--- config.mk ---
export PLATFORM = sky130hd
export DESIGN_NAME = saturn_decoder_top
export DESIGN_NICKNAME = d
export VERILOG_FILES = /design/src/hdl/saturn_dec_pkg.sv /design/src/hdl/nibble_bus_if.sv /design/src/hdl/decode_sequencer.sv /design/src/hdl/system_op_decode.sv /design/src/hdl/register_op_decode.sv /design/src/hdl/immediate_loader.sv /design/src/hdl/saturn_decoder_top.sv
export SDC_FILE = /design/constraint.sdc
export NUM_CORES = 1
export LEC_CHECK = 0
export ABC_AREA = 1
export BUFFER_PORTS_ARGS = -buffer_cell sky130_fd_sc_hd__buf_2
export CAP_MARGIN = 40
export CORE_ASPECT_RATIO = 1.25
export CORE_MARGIN = 5
export CORE_UTILIZATION = 35
export DETAILED_ROUTE_END_ITERATION = 6
export GPL_ROUTABILITY_DRIVEN = 0
export GPL_TIMING_DRIVEN = 0
export RECOVER_POWER = 50
export SLEW_MARGIN = 20
export SYNTH_ARGS = -nofsm -noshare
export SYNTH_HDL_FRONTEND = slang
export SYNTH_HIERARCHICAL = 1
export SYNTH_SLANG_ARGS = --single-unit
--- constraint.sdc ---
create_clock -name i_clk -period 4 [get_ports i_clk]
set_input_delay 0.8 -clock i_clk [delete_from_list [all_inputs] [get_ports i_clk]]
set_output_delay 0.8 -clock i_clk [all_outputs]
set_load 0.005 [all_outputs]
--- src/hdl/saturn_dec_pkg.sv ---
// saturn decoder package: alu operations, decode blocks, per-nibble decode result, opcodes
package saturn_dec_pkg;

  // datapath widths
  localparam int nibble_w         = 4;
  localparam int addr_w           = 20;
  localparam int max_load_nibbles = 16;
  localparam int load_w           = nibble_w * max_load_nibbles;
  localparam int count_w          = 5;

  // operation handed to the execute stage
  typedef enum logic [4:0] {
    alu_none     = 5'd0,
    alu_copy,
    alu_exch,
    alu_zero,
    alu_inc,
    alu_dec,
    alu_add,
    alu_neg,
    alu_jmp_rel2,
    alu_jmp_rel3
  } alu_op_t;

  // owner of the next nibble, idle means a first nibble is expected
  typedef enum logic [2:0] {
    blk_idle     = 3'd0,
    blk_0x,
    blk_2x,
    blk_lc_count,
    blk_imm,
    blk_cx,
    blk_dx,
    blk_fx
  } block_t;

  // one peer decoder's verdict, all zero when the decoder does not claim
  typedef struct packed {
    logic                hit;
    logic                done;
    logic                error;
    block_t              next_block;
    alu_op_t             alu_op;
    logic                ins_alu_op;
    logic                rtn;
    logic                push;
    logic                pop;
    logic                set_xm;
    logic                set_carry;
    logic                carry_val;
    logic                set_mode;
    logic                mode_dec;
    logic [nibble_w-1:0] imm;
  } dec_result_t;

  // first nibbles kept by this decoder
  localparam logic [nibble_w-1:0] op_grp_0 = 4'h0;
  localparam logic [nibble_w-1:0] op_grp_2 = 4'h2;
  localparam logic [nibble_w-1:0] op_grp_3 = 4'h3;
  localparam logic [nibble_w-1:0] op_goc   = 4'h4;
  localparam logic [nibble_w-1:0] op_gonc  = 4'h5;
  localparam logic [nibble_w-1:0] op_goto  = 4'h6;
  localparam logic [nibble_w-1:0] op_gosub = 4'h7;
  localparam logic [nibble_w-1:0] op_grp_c = 4'hC;
  localparam logic [nibble_w-1:0] op_grp_d = 4'hD;
  localparam logic [nibble_w-1:0] op_grp_f = 4'hF;

endpackage

--- src/hdl/nibble_bus_if.sv ---
// nibble bus: accepted nibble, current block and dispatched alu op, sequencer to peer decoders
`timescale 1ns/10ps

interface nibble_bus_if;
  import saturn_dec_pkg::*;

  // high in a cycle where the decoder accepts the nibble
  logic                take;
  logic [nibble_w-1:0] nibble;
  // block that owns this nibble
  block_t              block;
  // op set at dispatch, jump kind for the immediate loader
  alu_op_t             alu_op;

  modport src (
    output take,
    output nibble,
    output block,
    output alu_op
  );

  modport dec (
    input take,
    input nibble,
    input block,
    input alu_op
  );

endinterface

--- src/hdl/decode_sequencer.sv ---
// decode sequencer: first-nibble dispatch, block state and registered decode results
`timescale 1ns/10ps

module decode_sequencer (
  input  logic                                i_clk,
  input  logic                                i_reset,
  input  logic                                i_en_dec,
  input  logic                                i_stalled,
  input  logic [saturn_dec_pkg::addr_w-1:0]   i_pc,
  input  logic [saturn_dec_pkg::nibble_w-1:0] i_nibble,
  nibble_bus_if.src                           bus,
  input  saturn_dec_pkg::dec_result_t         i_sys_res,
  input  saturn_dec_pkg::dec_result_t         i_reg_res,
  input  saturn_dec_pkg::dec_result_t         i_imm_res,
  output logic                                o_ins_decoded,
  output logic                                o_dec_error,
  output logic [saturn_dec_pkg::addr_w-1:0]   o_ins_addr,
  output saturn_dec_pkg::alu_op_t             o_alu_op,
  output logic                                o_ins_alu_op,
  output logic                                o_ins_rtn,
  output logic                                o_push,
  output logic                                o_pop,
  output logic                                o_set_xm,
  output logic                                o_set_carry,
  output logic                                o_carry_val,
  output logic                                o_test_carry,
  output logic                                o_ins_set_mode,
  output logic                                o_mode_dec,
  output logic [saturn_dec_pkg::nibble_w-1:0] o_imm_value
);
  import saturn_dec_pkg::*;

  logic        take;
  logic        first;
  block_t      block;
  dec_result_t merged;

  // nibble accepted this cycle
  assign take  = i_en_dec && !i_stalled;
  // idle block means this is an opcode's first nibble
  assign first = take && (block == blk_idle);
  // at most one peer hits, the rest drive zeros
  assign merged = i_sys_res | i_reg_res | i_imm_res;

  assign bus.take   = take;
  assign bus.nibble = i_nibble;
  assign bus.block  = block;
  assign bus.alu_op = o_alu_op;

  always_ff @(posedge i_clk) begin
    if (i_reset) begin
      block          <= blk_idle;
      o_ins_decoded  <= 1'b0;
      o_dec_error    <= 1'b0;
      o_alu_op       <= alu_none;
      o_ins_alu_op   <= 1'b0;
      o_ins_rtn      <= 1'b0;
      o_push         <= 1'b0;
      o_pop          <= 1'b0;
      o_set_xm       <= 1'b0;
      o_set_carry    <= 1'b0;
      o_carry_val    <= 1'b0;
      o_test_carry   <= 1'b0;
      o_ins_set_mode <= 1'b0;
      o_mode_dec     <= 1'b0;
    end else begin
      // pulses last one cycle
      o_ins_decoded <= 1'b0;
      o_dec_error   <= 1'b0;
      if (first) begin
        // new instruction, drop the old results
        o_alu_op       <= alu_none;
        o_ins_alu_op   <= 1'b0;
        o_ins_rtn      <= 1'b0;
        o_push         <= 1'b0;
        o_pop          <= 1'b0;
        o_set_xm       <= 1'b0;
        o_set_carry    <= 1'b0;
        o_carry_val    <= 1'b0;
        o_test_carry   <= 1'b0;
        o_ins_set_mode <= 1'b0;
        o_mode_dec     <= 1'b0;
        case (i_nibble)
          op_grp_0: block <= blk_0x;
          op_grp_2: block <= blk_2x;
          op_grp_3: block <= blk_lc_count;
          op_goc, op_gonc: begin
            // goc / gonc, two offset nibbles
            block        <= blk_imm;
            o_alu_op     <= alu_jmp_rel2;
            o_test_carry <= 1'b1;
            o_carry_val  <= (i_nibble == op_goc);
          end
          op_goto, op_gosub: begin
            // goto / gosub, three offset nibbles
            block    <= blk_imm;
            o_alu_op <= alu_jmp_rel3;
            o_push   <= (i_nibble == op_gosub);
          end
          op_grp_c: block <= blk_cx;
          op_grp_d: block <= blk_dx;
          op_grp_f: block <= blk_fx;
          default: begin
            // dropped or unknown group
            block       <= blk_idle;
            o_dec_error <= 1'b1;
          end
        endcase
      end else if (take && merged.hit) begin
        // flags accumulate over the instruction
        o_ins_alu_op   <= o_ins_alu_op | merged.ins_alu_op;
        o_ins_rtn      <= o_ins_rtn | merged.rtn;
        o_push         <= o_push | merged.push;
        o_pop          <= o_pop | merged.pop;
        o_set_xm       <= o_set_xm | merged.set_xm;
        o_set_carry    <= o_set_carry | merged.set_carry;
        o_carry_val    <= o_carry_val | merged.carry_val;
        o_ins_set_mode <= o_ins_set_mode | merged.set_mode;
        o_mode_dec     <= o_mode_dec | merged.mode_dec;
        // dispatched op stays unless a peer names one
        if (merged.alu_op != alu_none) begin
          o_alu_op <= merged.alu_op;
        end
        block         <= merged.next_block;
        o_ins_decoded <= merged.done;
        o_dec_error   <= merged.error;
      end
    end
  end

  // instruction address and immediate nibble
  always_ff @(posedge i_clk) begin
    if (first) begin
      o_ins_addr  <= i_pc;
      o_imm_value <= '0;
    end else if (take && merged.hit) begin
      o_imm_value <= merged.imm;
    end
  end

endmodule

--- src/hdl/system_op_decode.sv ---
// 0x group decoder: returns, hex/dec mode, rstk copies, status ops and p inc/dec
`timescale 1ns/10ps

module system_op_decode (
  nibble_bus_if.dec                   bus,
  output saturn_dec_pkg::dec_result_t o_res
);
  import saturn_dec_pkg::*;

  always_comb begin
    o_res = '0;
    if (bus.take && (bus.block == blk_0x)) begin
      o_res.hit        = 1'b1;
      o_res.done       = 1'b1;
      o_res.next_block = blk_idle;
      case (bus.nibble)
        4'h0, 4'h1, 4'h2, 4'h3: begin
          // rtnsxm, rtn, rtnsc, rtncc
          o_res.rtn       = 1'b1;
          o_res.pop       = 1'b1;
          o_res.set_xm    = (bus.nibble == 4'h0);
          o_res.set_carry = bus.nibble[1];
          o_res.carry_val = (bus.nibble == 4'h2);
        end
        4'h4, 4'h5: begin
          // sethex / setdec
          o_res.set_mode = 1'b1;
          o_res.mode_dec = bus.nibble[0];
        end
        4'h6, 4'h7: begin
          // rstk=c pushes, c=rstk pops
          o_res.ins_alu_op = 1'b1;
          o_res.alu_op     = alu_copy;
          o_res.push       = !bus.nibble[0];
          o_res.pop        = bus.nibble[0];
        end
        4'h8: begin
          // clrst
          o_res.ins_alu_op = 1'b1;
          o_res.alu_op     = alu_zero;
        end
        4'h9, 4'hA: begin
          // c=st, st=c
          o_res.ins_alu_op = 1'b1;
          o_res.alu_op     = alu_copy;
        end
        4'hB: begin
          o_res.ins_alu_op = 1'b1;
          o_res.alu_op     = alu_exch;
        end
        4'hC, 4'hD: begin
          // p=p+1 / p=p-1
          o_res.ins_alu_op = 1'b1;
          o_res.alu_op     = bus.nibble[0] ? alu_dec : alu_inc;
        end
        default: begin
          // 0e and/or group and rti are not decoded
          o_res.done  = 1'b0;
          o_res.error = 1'b1;
        end
      endcase
    end
  end

endmodule

--- src/hdl/register_op_decode.sv ---
// register group decoder for p=n, cx add/dec, dx copy/exch and fx negate
`timescale 1ns/10ps

module register_op_decode (
  nibble_bus_if.dec                   bus,
  output saturn_dec_pkg::dec_result_t o_res
);
  import saturn_dec_pkg::*;

  logic owned;
  // upper quarter of cx / dx switches the op
  logic upper;

  assign owned = (bus.block == blk_2x) || (bus.block == blk_cx) ||
                 (bus.block == blk_dx) || (bus.block == blk_fx);
  assign upper = (bus.nibble[3:2] == 2'b11);

  always_comb begin
    o_res = '0;
    if (bus.take && owned) begin
      o_res.hit        = 1'b1;
      o_res.next_block = blk_idle;
      // register select or p value for the next stage
      o_res.imm        = bus.nibble;
      o_res.ins_alu_op = 1'b1;
      o_res.done       = 1'b1;
      case (bus.block)
        blk_2x: o_res.alu_op = alu_copy;
        blk_cx: o_res.alu_op = upper ? alu_dec : alu_add;
        blk_dx: o_res.alu_op = upper ? alu_exch : alu_copy;
        default: begin
          // fx, only f8..fb are negates
          if (bus.nibble[3:2] == 2'b10) begin
            o_res.alu_op = alu_neg;
          end else begin
            o_res.ins_alu_op = 1'b0;
            o_res.done       = 1'b0;
            o_res.error      = 1'b1;
          end
        end
      endcase
    end
  end

endmodule

--- src/hdl/immediate_loader.sv ---
// immediate loader: collects 3n load nibbles and relative jump offsets
`timescale 1ns/10ps

module immediate_loader (
  input  logic                               i_clk,
  input  logic                               i_reset,
  nibble_bus_if.dec                          bus,
  output saturn_dec_pkg::dec_result_t        o_res,
  output logic [saturn_dec_pkg::load_w-1:0]  o_load_value,
  output logic [saturn_dec_pkg::count_w-1:0] o_load_count
);
  import saturn_dec_pkg::*;

  logic [count_w-1:0] pos;
  logic [count_w-1:0] target;
  logic               have_count;
  logic [count_w-1:0] cur_pos;
  logic [count_w-1:0] cur_target;
  logic               in_count;
  logic               in_imm;
  logic               last;

  assign in_count = bus.take && (bus.block == blk_lc_count);
  assign in_imm   = bus.take && (bus.block == blk_imm);

  // jumps arrive without a stored count, start from zero
  assign cur_pos = have_count ? pos : '0;

  always_comb begin
    if (have_count) begin
      cur_target = target;
    end else if (bus.alu_op == alu_jmp_rel3) begin
      cur_target = count_w'(3);
    end else begin
      cur_target = count_w'(2);
    end
  end

  assign last = ((cur_pos + 1'b1) == cur_target);
  assign o_load_count = pos;

  always_comb begin
    o_res = '0;
    if (in_count) begin
      // 3n: load c with n+1 nibbles
      o_res.hit        = 1'b1;
      o_res.alu_op     = alu_copy;
      o_res.ins_alu_op = 1'b1;
      o_res.next_block = blk_imm;
    end else if (in_imm) begin
      o_res.hit        = 1'b1;
      o_res.imm        = bus.nibble;
      o_res.done       = last;
      o_res.next_block = last ? blk_idle : blk_imm;
    end
  end

  always_ff @(posedge i_clk) begin
    if (i_reset) begin
      pos        <= '0;
      target     <= '0;
      have_count <= 1'b0;
    end else if (in_count) begin
      target     <= count_w'(bus.nibble) + 1'b1;
      pos        <= '0;
      have_count <= 1'b1;
    end else if (in_imm) begin
      // pos ends at the nibble count
      pos        <= cur_pos + 1'b1;
      target     <= cur_target;
      have_count <= !last;
    end
  end

  // nibbles packed low to high in arrival order
  always_ff @(posedge i_clk) begin
    if (in_count) begin
      o_load_value <= '0;
    end else if (in_imm) begin
      if (!have_count) begin
        o_load_value <= load_w'(bus.nibble);
      end else begin
        o_load_value[cur_pos*nibble_w +: nibble_w] <= bus.nibble;
      end
    end
  end

endmodule

--- src/hdl/saturn_decoder_top.sv ---
// saturn nibble decoder top: sequencer plus three peer decoders on a shared nibble bus
`timescale 1ns/10ps

module saturn_decoder_top (
  input  logic                                i_clk,
  input  logic                                i_reset,
  input  logic                                i_en_dec,
  input  logic                                i_stalled,
  input  logic [saturn_dec_pkg::addr_w-1:0]   i_pc,
  input  logic [saturn_dec_pkg::nibble_w-1:0] i_nibble,
  output logic                                o_ins_decoded,
  output logic                                o_dec_error,
  output logic [saturn_dec_pkg::addr_w-1:0]   o_ins_addr,
  output saturn_dec_pkg::alu_op_t             o_alu_op,
  output logic                                o_ins_alu_op,
  output logic                                o_ins_rtn,
  output logic                                o_push,
  output logic                                o_pop,
  output logic                                o_set_xm,
  output logic                                o_set_carry,
  output logic                                o_carry_val,
  output logic                                o_test_carry,
  output logic                                o_ins_set_mode,
  output logic                                o_mode_dec,
  output logic [saturn_dec_pkg::nibble_w-1:0] o_imm_value,
  output logic [saturn_dec_pkg::load_w-1:0]   o_load_value,
  output logic [saturn_dec_pkg::count_w-1:0]  o_load_count
);
  import saturn_dec_pkg::*;

  // per-decoder verdicts back to the sequencer
  dec_result_t sys_res;
  dec_result_t reg_res;
  dec_result_t imm_res;

  nibble_bus_if nib_bus ();

  decode_sequencer seq_i (
    .i_clk          (i_clk),
    .i_reset        (i_reset),
    .i_en_dec       (i_en_dec),
    .i_stalled      (i_stalled),
    .i_pc           (i_pc),
    .i_nibble       (i_nibble),
    .bus            (nib_bus.src),
    .i_sys_res      (sys_res),
    .i_reg_res      (reg_res),
    .i_imm_res      (imm_res),
    .o_ins_decoded  (o_ins_decoded),
    .o_dec_error    (o_dec_error),
    .o_ins_addr     (o_ins_addr),
    .o_alu_op       (o_alu_op),
    .o_ins_alu_op   (o_ins_alu_op),
    .o_ins_rtn      (o_ins_rtn),
    .o_push         (o_push),
    .o_pop          (o_pop),
    .o_set_xm       (o_set_xm),
    .o_set_carry    (o_set_carry),
    .o_carry_val    (o_carry_val),
    .o_test_carry   (o_test_carry),
    .o_ins_set_mode (o_ins_set_mode),
    .o_mode_dec     (o_mode_dec),
    .o_imm_value    (o_imm_value)
  );

  // 0x group
  system_op_decode sys_dec_i (
    .bus   (nib_bus.dec),
    .o_res (sys_res)
  );

  // 2n, cx, dx, fx groups
  register_op_decode reg_dec_i (
    .bus   (nib_bus.dec),
    .o_res (reg_res)
  );

  // 3n loads and jump offsets
  immediate_loader imm_ld_i (
    .i_clk        (i_clk),
    .i_reset      (i_reset),
    .bus          (nib_bus.dec),
    .o_res        (imm_res),
    .o_load_value (o_load_value),
    .o_load_count (o_load_count)
  );

endmodule

* After elaboration in Yosys (flattened, before gate mapping)
Index checks and enable logic that the tools add are counted.
** Storage, ports and cells
- Output and inout port bits :: 110
- Word-level logic and storage cells :: 148
- Register bits after elaboration :: 119
- Bits of input ports :: 28
** Operators by class
- Muxes and demuxes :: 54
- Bitwise operators :: 12
- Equal/unequal tests :: 25
- Reductions and logical operators :: 32
- $add $sub $neg :: 3
- Shift operators :: 2
** Operators by type and width (count)
- $bwmux 64 :: 1
- $mux 64 :: 1
- $shift 4x34->64 const A :: 1
- $shiftx 4x34->64 :: 1
- $or 24x24->24 :: 2
- $mux 5 :: 7
- $neg 7->34 :: 1
- $eq 4x4->1 const B :: 7
- $pmux 6 s4 :: 1
- $mux 3 :: 7
- $pmux 3 s7 :: 1
- $mux 1 :: 20
- $mux 20 :: 1
- $eq 4x3->1 const B :: 4
- $mux 2 :: 8
- $pmux 5 s3 :: 1
- $reduce_or 14->1 :: 1
- $eq 3x3->1 const B :: 4
- $mux 12 :: 1
- $mux 4 :: 3
- $reduce_or 4->1 :: 3
- $reduce_or 10->1 :: 1
- $reduce_or 2->1 :: 5
- $or 1x1->1 :: 9
- 21 further kinds :: 37

* Logic depth before layout (Yosys ltp)
- Depth in word-level cells :: 12
- Mapped depth :: 19
- Mapped depth without buffers :: 17

* Hierarchy
Netlist, hierarchy kept.
** By module, submodules not included
- immediate_loader :: cells each 575, instances 1, seq. area each 1501.4 um^2, area an instance 3847.4 um^2
- decode_sequencer :: cells each 201, instances 1, seq. area each 1081.0 um^2, area an instance 1919.3 um^2
- system_op_decode :: cells each 55, instances 1, seq. area each 0.0 um^2, area an instance 289.0 um^2
- register_op_decode :: cells each 49, instances 1, seq. area each 0.0 um^2, area an instance 267.8 um^2

* Least setup slack after synthesis
OpenSTA, ideal clock, no wires.
- Kind :: input to register
- Start :: input port i_stalled
- End :: register seq_i.o_alu_op[3], in the netlist seq_i/bus.alu_op[3]
- Data arrival time :: 2592 ps
- Library setup time :: 113 ps
- Required time :: 3887 ps
- Slack :: 1295 ps
- Path buffers :: 4
- Cell stages on the path :: 18
- Path through :: inv_2 > nand2_4 > inv_4 > inv_1 > nor2_1 > nand3_1 > buf_2 > inv_1 > clkbuf_1 > clkbuf_1 > buf_4 > nor3_1 > nand2_1 > nor2_1 > nand2_4 > nand2_4 > nor2_1 > nor2_1
** RTL lines
- start: declaration :: RTL line saturn_decoder_top.sv:8 : input logic i_stalled,
- end signal: assignment :: RTL line decode_sequencer.sv:55 : o_alu_op <= alu_none;
- end signal: assignment :: RTL line decode_sequencer.sv:72 : o_alu_op <= alu_none;
- end signal: assignment :: RTL line decode_sequencer.sv:90 : o_alu_op <= alu_jmp_rel2;
- end: declaration :: RTL line decode_sequencer.sv:18 : output saturn_dec_pkg::alu_op_t o_alu_op,

* Worst setup path after layout
- Start :: register seq_i.block[0], in the netlist seq_i/bus.block[0]
- End :: register seq_i.o_push
** Between the ends
- Word-level cells in the longest chain between the ends :: 10
- Elaborated cells on any way between the ends :: 27
- Those cells by class :: eq/ne (7); mux (6); bitwise (3); reduce/logical (11)
** Ends and longest elaborated chain
- start: declaration :: RTL line decode_sequencer.sv:35 : block_t block;
- start signal: assignment :: RTL line decode_sequencer.sv:52 : block <= blk_idle;
- start signal: assignment :: RTL line decode_sequencer.sv:84 : op_grp_0: block <= blk_0x;
- start signal: assignment :: RTL line decode_sequencer.sv:85 : op_grp_2: block <= blk_2x;
- $eq 3x2->1 / $eq 3x3->1 (equally long branches) :: RTL line register_op_decode.sv:14 : assign owned = (bus.block == blk_2x) || (bus.block == blk_cx) ||
- $logic_or 1x1->1 (2 in a row) :: RTL line register_op_decode.sv:14
- $logic_or 1x1->1 :: RTL line register_op_decode.sv:15 : (bus.block == blk_dx) || (bus.block == blk_fx);
- $logic_and 1x1->1 :: RTL line register_op_decode.sv:20 : if (bus.take && owned) begin
- $mux 12 :: RTL line register_op_decode.sv:20
- $or 24x24->24 (2 in a row) :: RTL line decode_sequencer.sv:43 : assign merged = i_sys_res | i_reg_res | i_imm_res;
- $logic_and 1x1->1 :: RTL line decode_sequencer.sv:109 : end else if (take && merged.hit) begin
- $reduce_bool 2->1 (no line)
- end signal: assignment :: RTL line decode_sequencer.sv:98 : o_push <= (i_nibble == op_gosub);
- end signal: assignment :: RTL line decode_sequencer.sv:113 : o_push <= o_push | merged.push;
- end: declaration :: RTL line decode_sequencer.sv:21 : output logic o_push,
Several ways; a longest one is shown, not always the timed one. The select of a mux whose other input is x is not followed.
A chain may end at the register's enable or synchronous reset.

==> impl.org <==
** Critical path
- Of all nets on the critical path, the largest fanout is 28.
- Critical path required time :: approximately 4400 ps
- The critical path goes through nor2_1 -> nand2_2 -> nor2_1 -> nand2_1 -> o22a_1 -> nor2_1.
- Critical path data arrival time :: between 3000 and 4000 ps
- For flop-to-flop paths, the worst setup slack is between 800 and 900 ps.
- In this run the critical register-to-register path is captured at seq_i/o_push$_SDFFE_PP0P_.
- On the worst path, the slowest cell contributes a delay of around 1600 ps.
- On the critical path, the stage with the largest delay is an instance of sky130_fd_sc_hd__nor2_1.
- Most common cell on crit path :: sky130_fd_sc_hd__nor2_1
- Path type of the worst setup path :: flop to flop
- R2r worst-path depth :: 6
- In this run the critical register-to-register path is launched from seq_i/bus.block[0]$_SDFFE_PP0P_.
- STA classifies the critical path startpoint as a flop.
- The worst setup path is captured at a flop.

** Logic synthesis
- Counting distinct cell types in the post-synthesis netlist gives 48.
- Most common flop cell mapped by yosys :: sky130_fd_sc_hd__dfxtp_1
- The synthesized netlist occupies a cell area of 6320 sq um.
- Top cell type's share of synthesized area :: a little under a third
- Counting every instance in the synthesized netlist gives slightly below 900.
- Largest cells by area after synthesis :: sky130_fd_sc_hd__dfxtp_1 31%, sky130_fd_sc_hd__nand2_1 11%, sky130_fd_sc_hd__edfxtp_1 9.5%
- Most frequently used cell type in the post-synthesis netlist :: sky130_fd_sc_hd__nand2_1
- Counting flops with a built-in enable in the synthesized netlist gives 20.
- For this run, asynchronously set or reset flops after synthesis account for 0%.
- Synth Warn # :: 6
- Post-synth top cells :: 181 x sky130_fd_sc_hd__nand2_1, 99 x sky130_fd_sc_hd__dfxtp_1, 95 x sky130_fd_sc_hd__nor2_1
- The synthesized design contains ~120 register bits.
- Mapped Avg Cell Area :: 7.19 sq um
- Part of the Yosys area used for sequential elements :: 40.8%
- The synthesized design spends more area on one cell type than any other, namely sky130_fd_sc_hd__dfxtp_1.

** STA
- Highest attainable clock frequency :: between 0.3 and 0.4 GHz
- Unrepaired setup endpoints after global routing :: no
- Fin Clk Skew :: 8.30 ps
- Final critical-path required period :: roughly 3200 ps
- Setup violations remaining at the end of the flow were counted as 0.
- Final hold analysis gives a worst-case slack of approximately 450 ps.
- Post-route clock period utilization :: between 70% and 80%
- Transition time at the pin with the least slew margin :: 2210 ps
- Number of slew-limit violations in the final report :: 29
- In the final timing run, aggregate negative setup slack is 0 ps.
- Hold Vio Cnt, Final :: 0
- Slew Limit Headroom :: -47.8%

** Global routing
- Global routing finished with a remaining overflow of 0.
- Largest net degree at the start of global routing :: 29
- The number of global-route vias before repair was 5746.
- Total routing resource utilization after global routing :: 17.3%
- The first global-routing pass estimated around 28000 microns of wire.
- Number of antenna violations at the first check in global routing :: 0

** Die
- The floorplan step set the die height to between 150 and 200 microns.
- Effective utilization at floorplan :: about a third
- In this run the core area contains 55 standard-cell rows.
- Die Outline Area :: around 21000 sq um
- I/O pin total :: approximately 140
- The die is around 130 microns wide.
- The region available for standard cell placement spans approximately 18000 sq um.

** Clock network
- # H-tree levels :: 4
- After clock tree synthesis, the clock-pin slew on the worst setup and hold paths is about 50 ps.
- Post-CTS timing repair inserted 0 buffers for setup.
- Clock tree synthesis inserted a total of 17 buffers.
- In this run, post-CTS repair resized a total of 0 instances.
- For the worst-skew pair, the clock arrives at the later sink with an insertion delay of ~410 ps.
- TritonCTS built the clock tree.
- Clock Sink Count :: 119
- The root buffer cell chosen for the clock tree is sky130_fd_sc_hd__clkbuf_16.
- For this design, the CTS-stage hold fixing added 0 buffers.
- Buffers from clock root to sink, at most :: 2

** Min path
- Worst hold path startpoint :: seq_i/o_set_xm$_SDFFE_PP0P_
- The min-delay analysis places its worst path in the category flop to flop.
- Count of cells along the worst hold path :: 2
- The path with the worst hold slack has its endpoint at seq_i/o_set_xm$_SDFFE_PP0P_.

** Final layout
- Relative to the synthesized area, the layout overhead comes to 25.1%.
- Cells with a size suffix above 1 make up 19.4% of the layout.
- For this run, the post-layout net count is approximately 1100.
- Antenna diode instance count :: 0

** Routing
- The first TritonRoute pass finished after 7 iterations.
- Mean routed wirelength per cell :: between 10 and 15 microns
- Post-detailed-routing wire length :: 18200 microns
- Number of nets with antenna violations after detailed routing :: 0
- Avg Vias per Cell :: about 4.7
- Vias post-DR :: about 6100
- DRC violations left :: 2
- First-iteration detailed-routing DRC count :: approximately 360

** Status
- The run finished, with violations left.
- Violated checks :: DRC, capacitance limit, slew limit

** Power
- Standby leakage power :: 3.71 nW
- Worst IR drop on VDD :: roughly 0.23 mV
- Cell area power density :: 385 nW/um^2

** Placed design
- Total half-perimeter wirelength after legalization and detailed placement :: 14200 microns
- Port Buffer Count :: 137

** Flow run
- Max cap viols :: 1
==> sequential cells by signal, indices dropped and copies added (netlist names), 3 cells and up <==
name	cells
seq_i/o_ins_addr	20
imm_ld_i/target	5
seq_i/bus.alu_op	5
imm_ld_i/o_load_count	5
seq_i/o_imm_value	4
imm_ld_i/o_load_value	64
seq_i/bus.block	3
==> area by class of cell <==
cell class,count,area (sq um)
Buffer,80,519
Clock buffer,21,440
Clock inverter,11,131
Fill cell,1931,10000
Inverter,101,389
Multi-Input combinational cell,614,2940
Sequential cell,119,2580
Tap cell,228,285
Timing Repair Buffer,137,627
==> worst max-delay path, delay by kind of cell (launching register included) <==
family | cells | cell delay (ps)
AOI/OAI and AO/OA | 1 | 300
DFF | 1 | 420
and+or+nand+nor | 5 | 2390
==> kinds of logic (layout without fill, tap and decap cells) <==
kind of cell             after synthesis  in the layout  synth area share [%]
AND/OR/NAND/NOR                      429            429                  31.0
buffers and inverters                181            350                  14.4
AO/OA/AOI/OAI                        138            138                  12.0
flip-flops                           119            119                  40.8
XOR/XNOR                               6              6                 0.831
adder cells (fa/ha/maj)                4              4                 0.791
other                                  3             37                 0.178
==> per-layer routing <==
layer / GRT usage (%) / wire (microns) / vias to the layer above
met5: 0 / 0 / -
met4: 6.29 / 432 / 0
met3: 4.18 / 1050 / 27
met2: 30.2 / 9370 / 184
met1: 20.2 / 7330 / 2769
li1: - / - / 3166
==> cell usage in the layout (no fill, tap or decap), drive strengths merged, types with 6 or more instances in the layout <==
cell | Yosys | layout
nand2 | 196 | 196
buf | 61 | 154
nor2 | 101 | 101
inv | 100 | 100
dfxtp | 99 | 99
nand3 | 96 | 96
a21oi | 89 | 89
clkbuf | 19 | 84
conb | 3 | 37
o21ai | 24 | 24
nor3 | 21 | 21
edfxtp | 20 | 20
clkinv | 1 | 9
o31ai | 8 | 8
nand4 | 7 | 7
o22ai | 6 | 6
==> metrics by stage <==
step | total power, mW | setup WS, ps | area (sq um) | utilization (%) | std cells
after floorplan | 1.48 | 1290 | 6450 | - | 914
after global placement | 1.59 | 422 | 7420 | 41.3 | 1279
after detailed placement | 1.59 | 443 | 7420 | 41.3 | 1279
after CTS | 3.10 | 875 | 7990 | 44.5 | 1311
after global routing | 3.19 | 429 | 7910 | 44.0 | 1311
final | 3.04 | 841 | 7910 | 44.0 | 1311
==> worst max path at each step <==
| stage | from | cells past startpoint | to | slack, ps |
|---|---|---|---|---|
| 3_5_place_dp | i_stalled | 19 | seq_i/bus.alu_op[3]$_SDFFE_PP0P_ | 440 |
| 4_1_cts | i_stalled | 19 | seq_i/bus.alu_op[3]$_SDFFE_PP0P_ | 880 |
| 6_report | seq_i/bus.block[0]$_SDFFE_PP0P_ | 6 | seq_i/o_push$_SDFFE_PP0P_ | 840 |
| 5_1_grt | seq_i/bus.block[0]$_SDFFE_PP0P_ | 7 | seq_i/bus.alu_op[0]$_SDFFE_PP0P_ | 430 |
| 2_1_floorplan | i_stalled | 18 | seq_i/bus.alu_op[3]$_SDFFE_PP0P_ | 1290 |
| 3_3_place_gp | i_stalled | 19 | seq_i/bus.alu_op[3]$_SDFFE_PP0P_ | 420 |
==> report_power, final <==
| part | internal (mW) | switching (mW) |
|---|---|---|
| Clock | 0.969 | 0.524 |
| Sequential | 1.27 | 0.0246 |
| Combinational | 0.107 | 0.153 |
| Total | 2.34 | 0.702 |
Power figures use the tool's default switching activity.
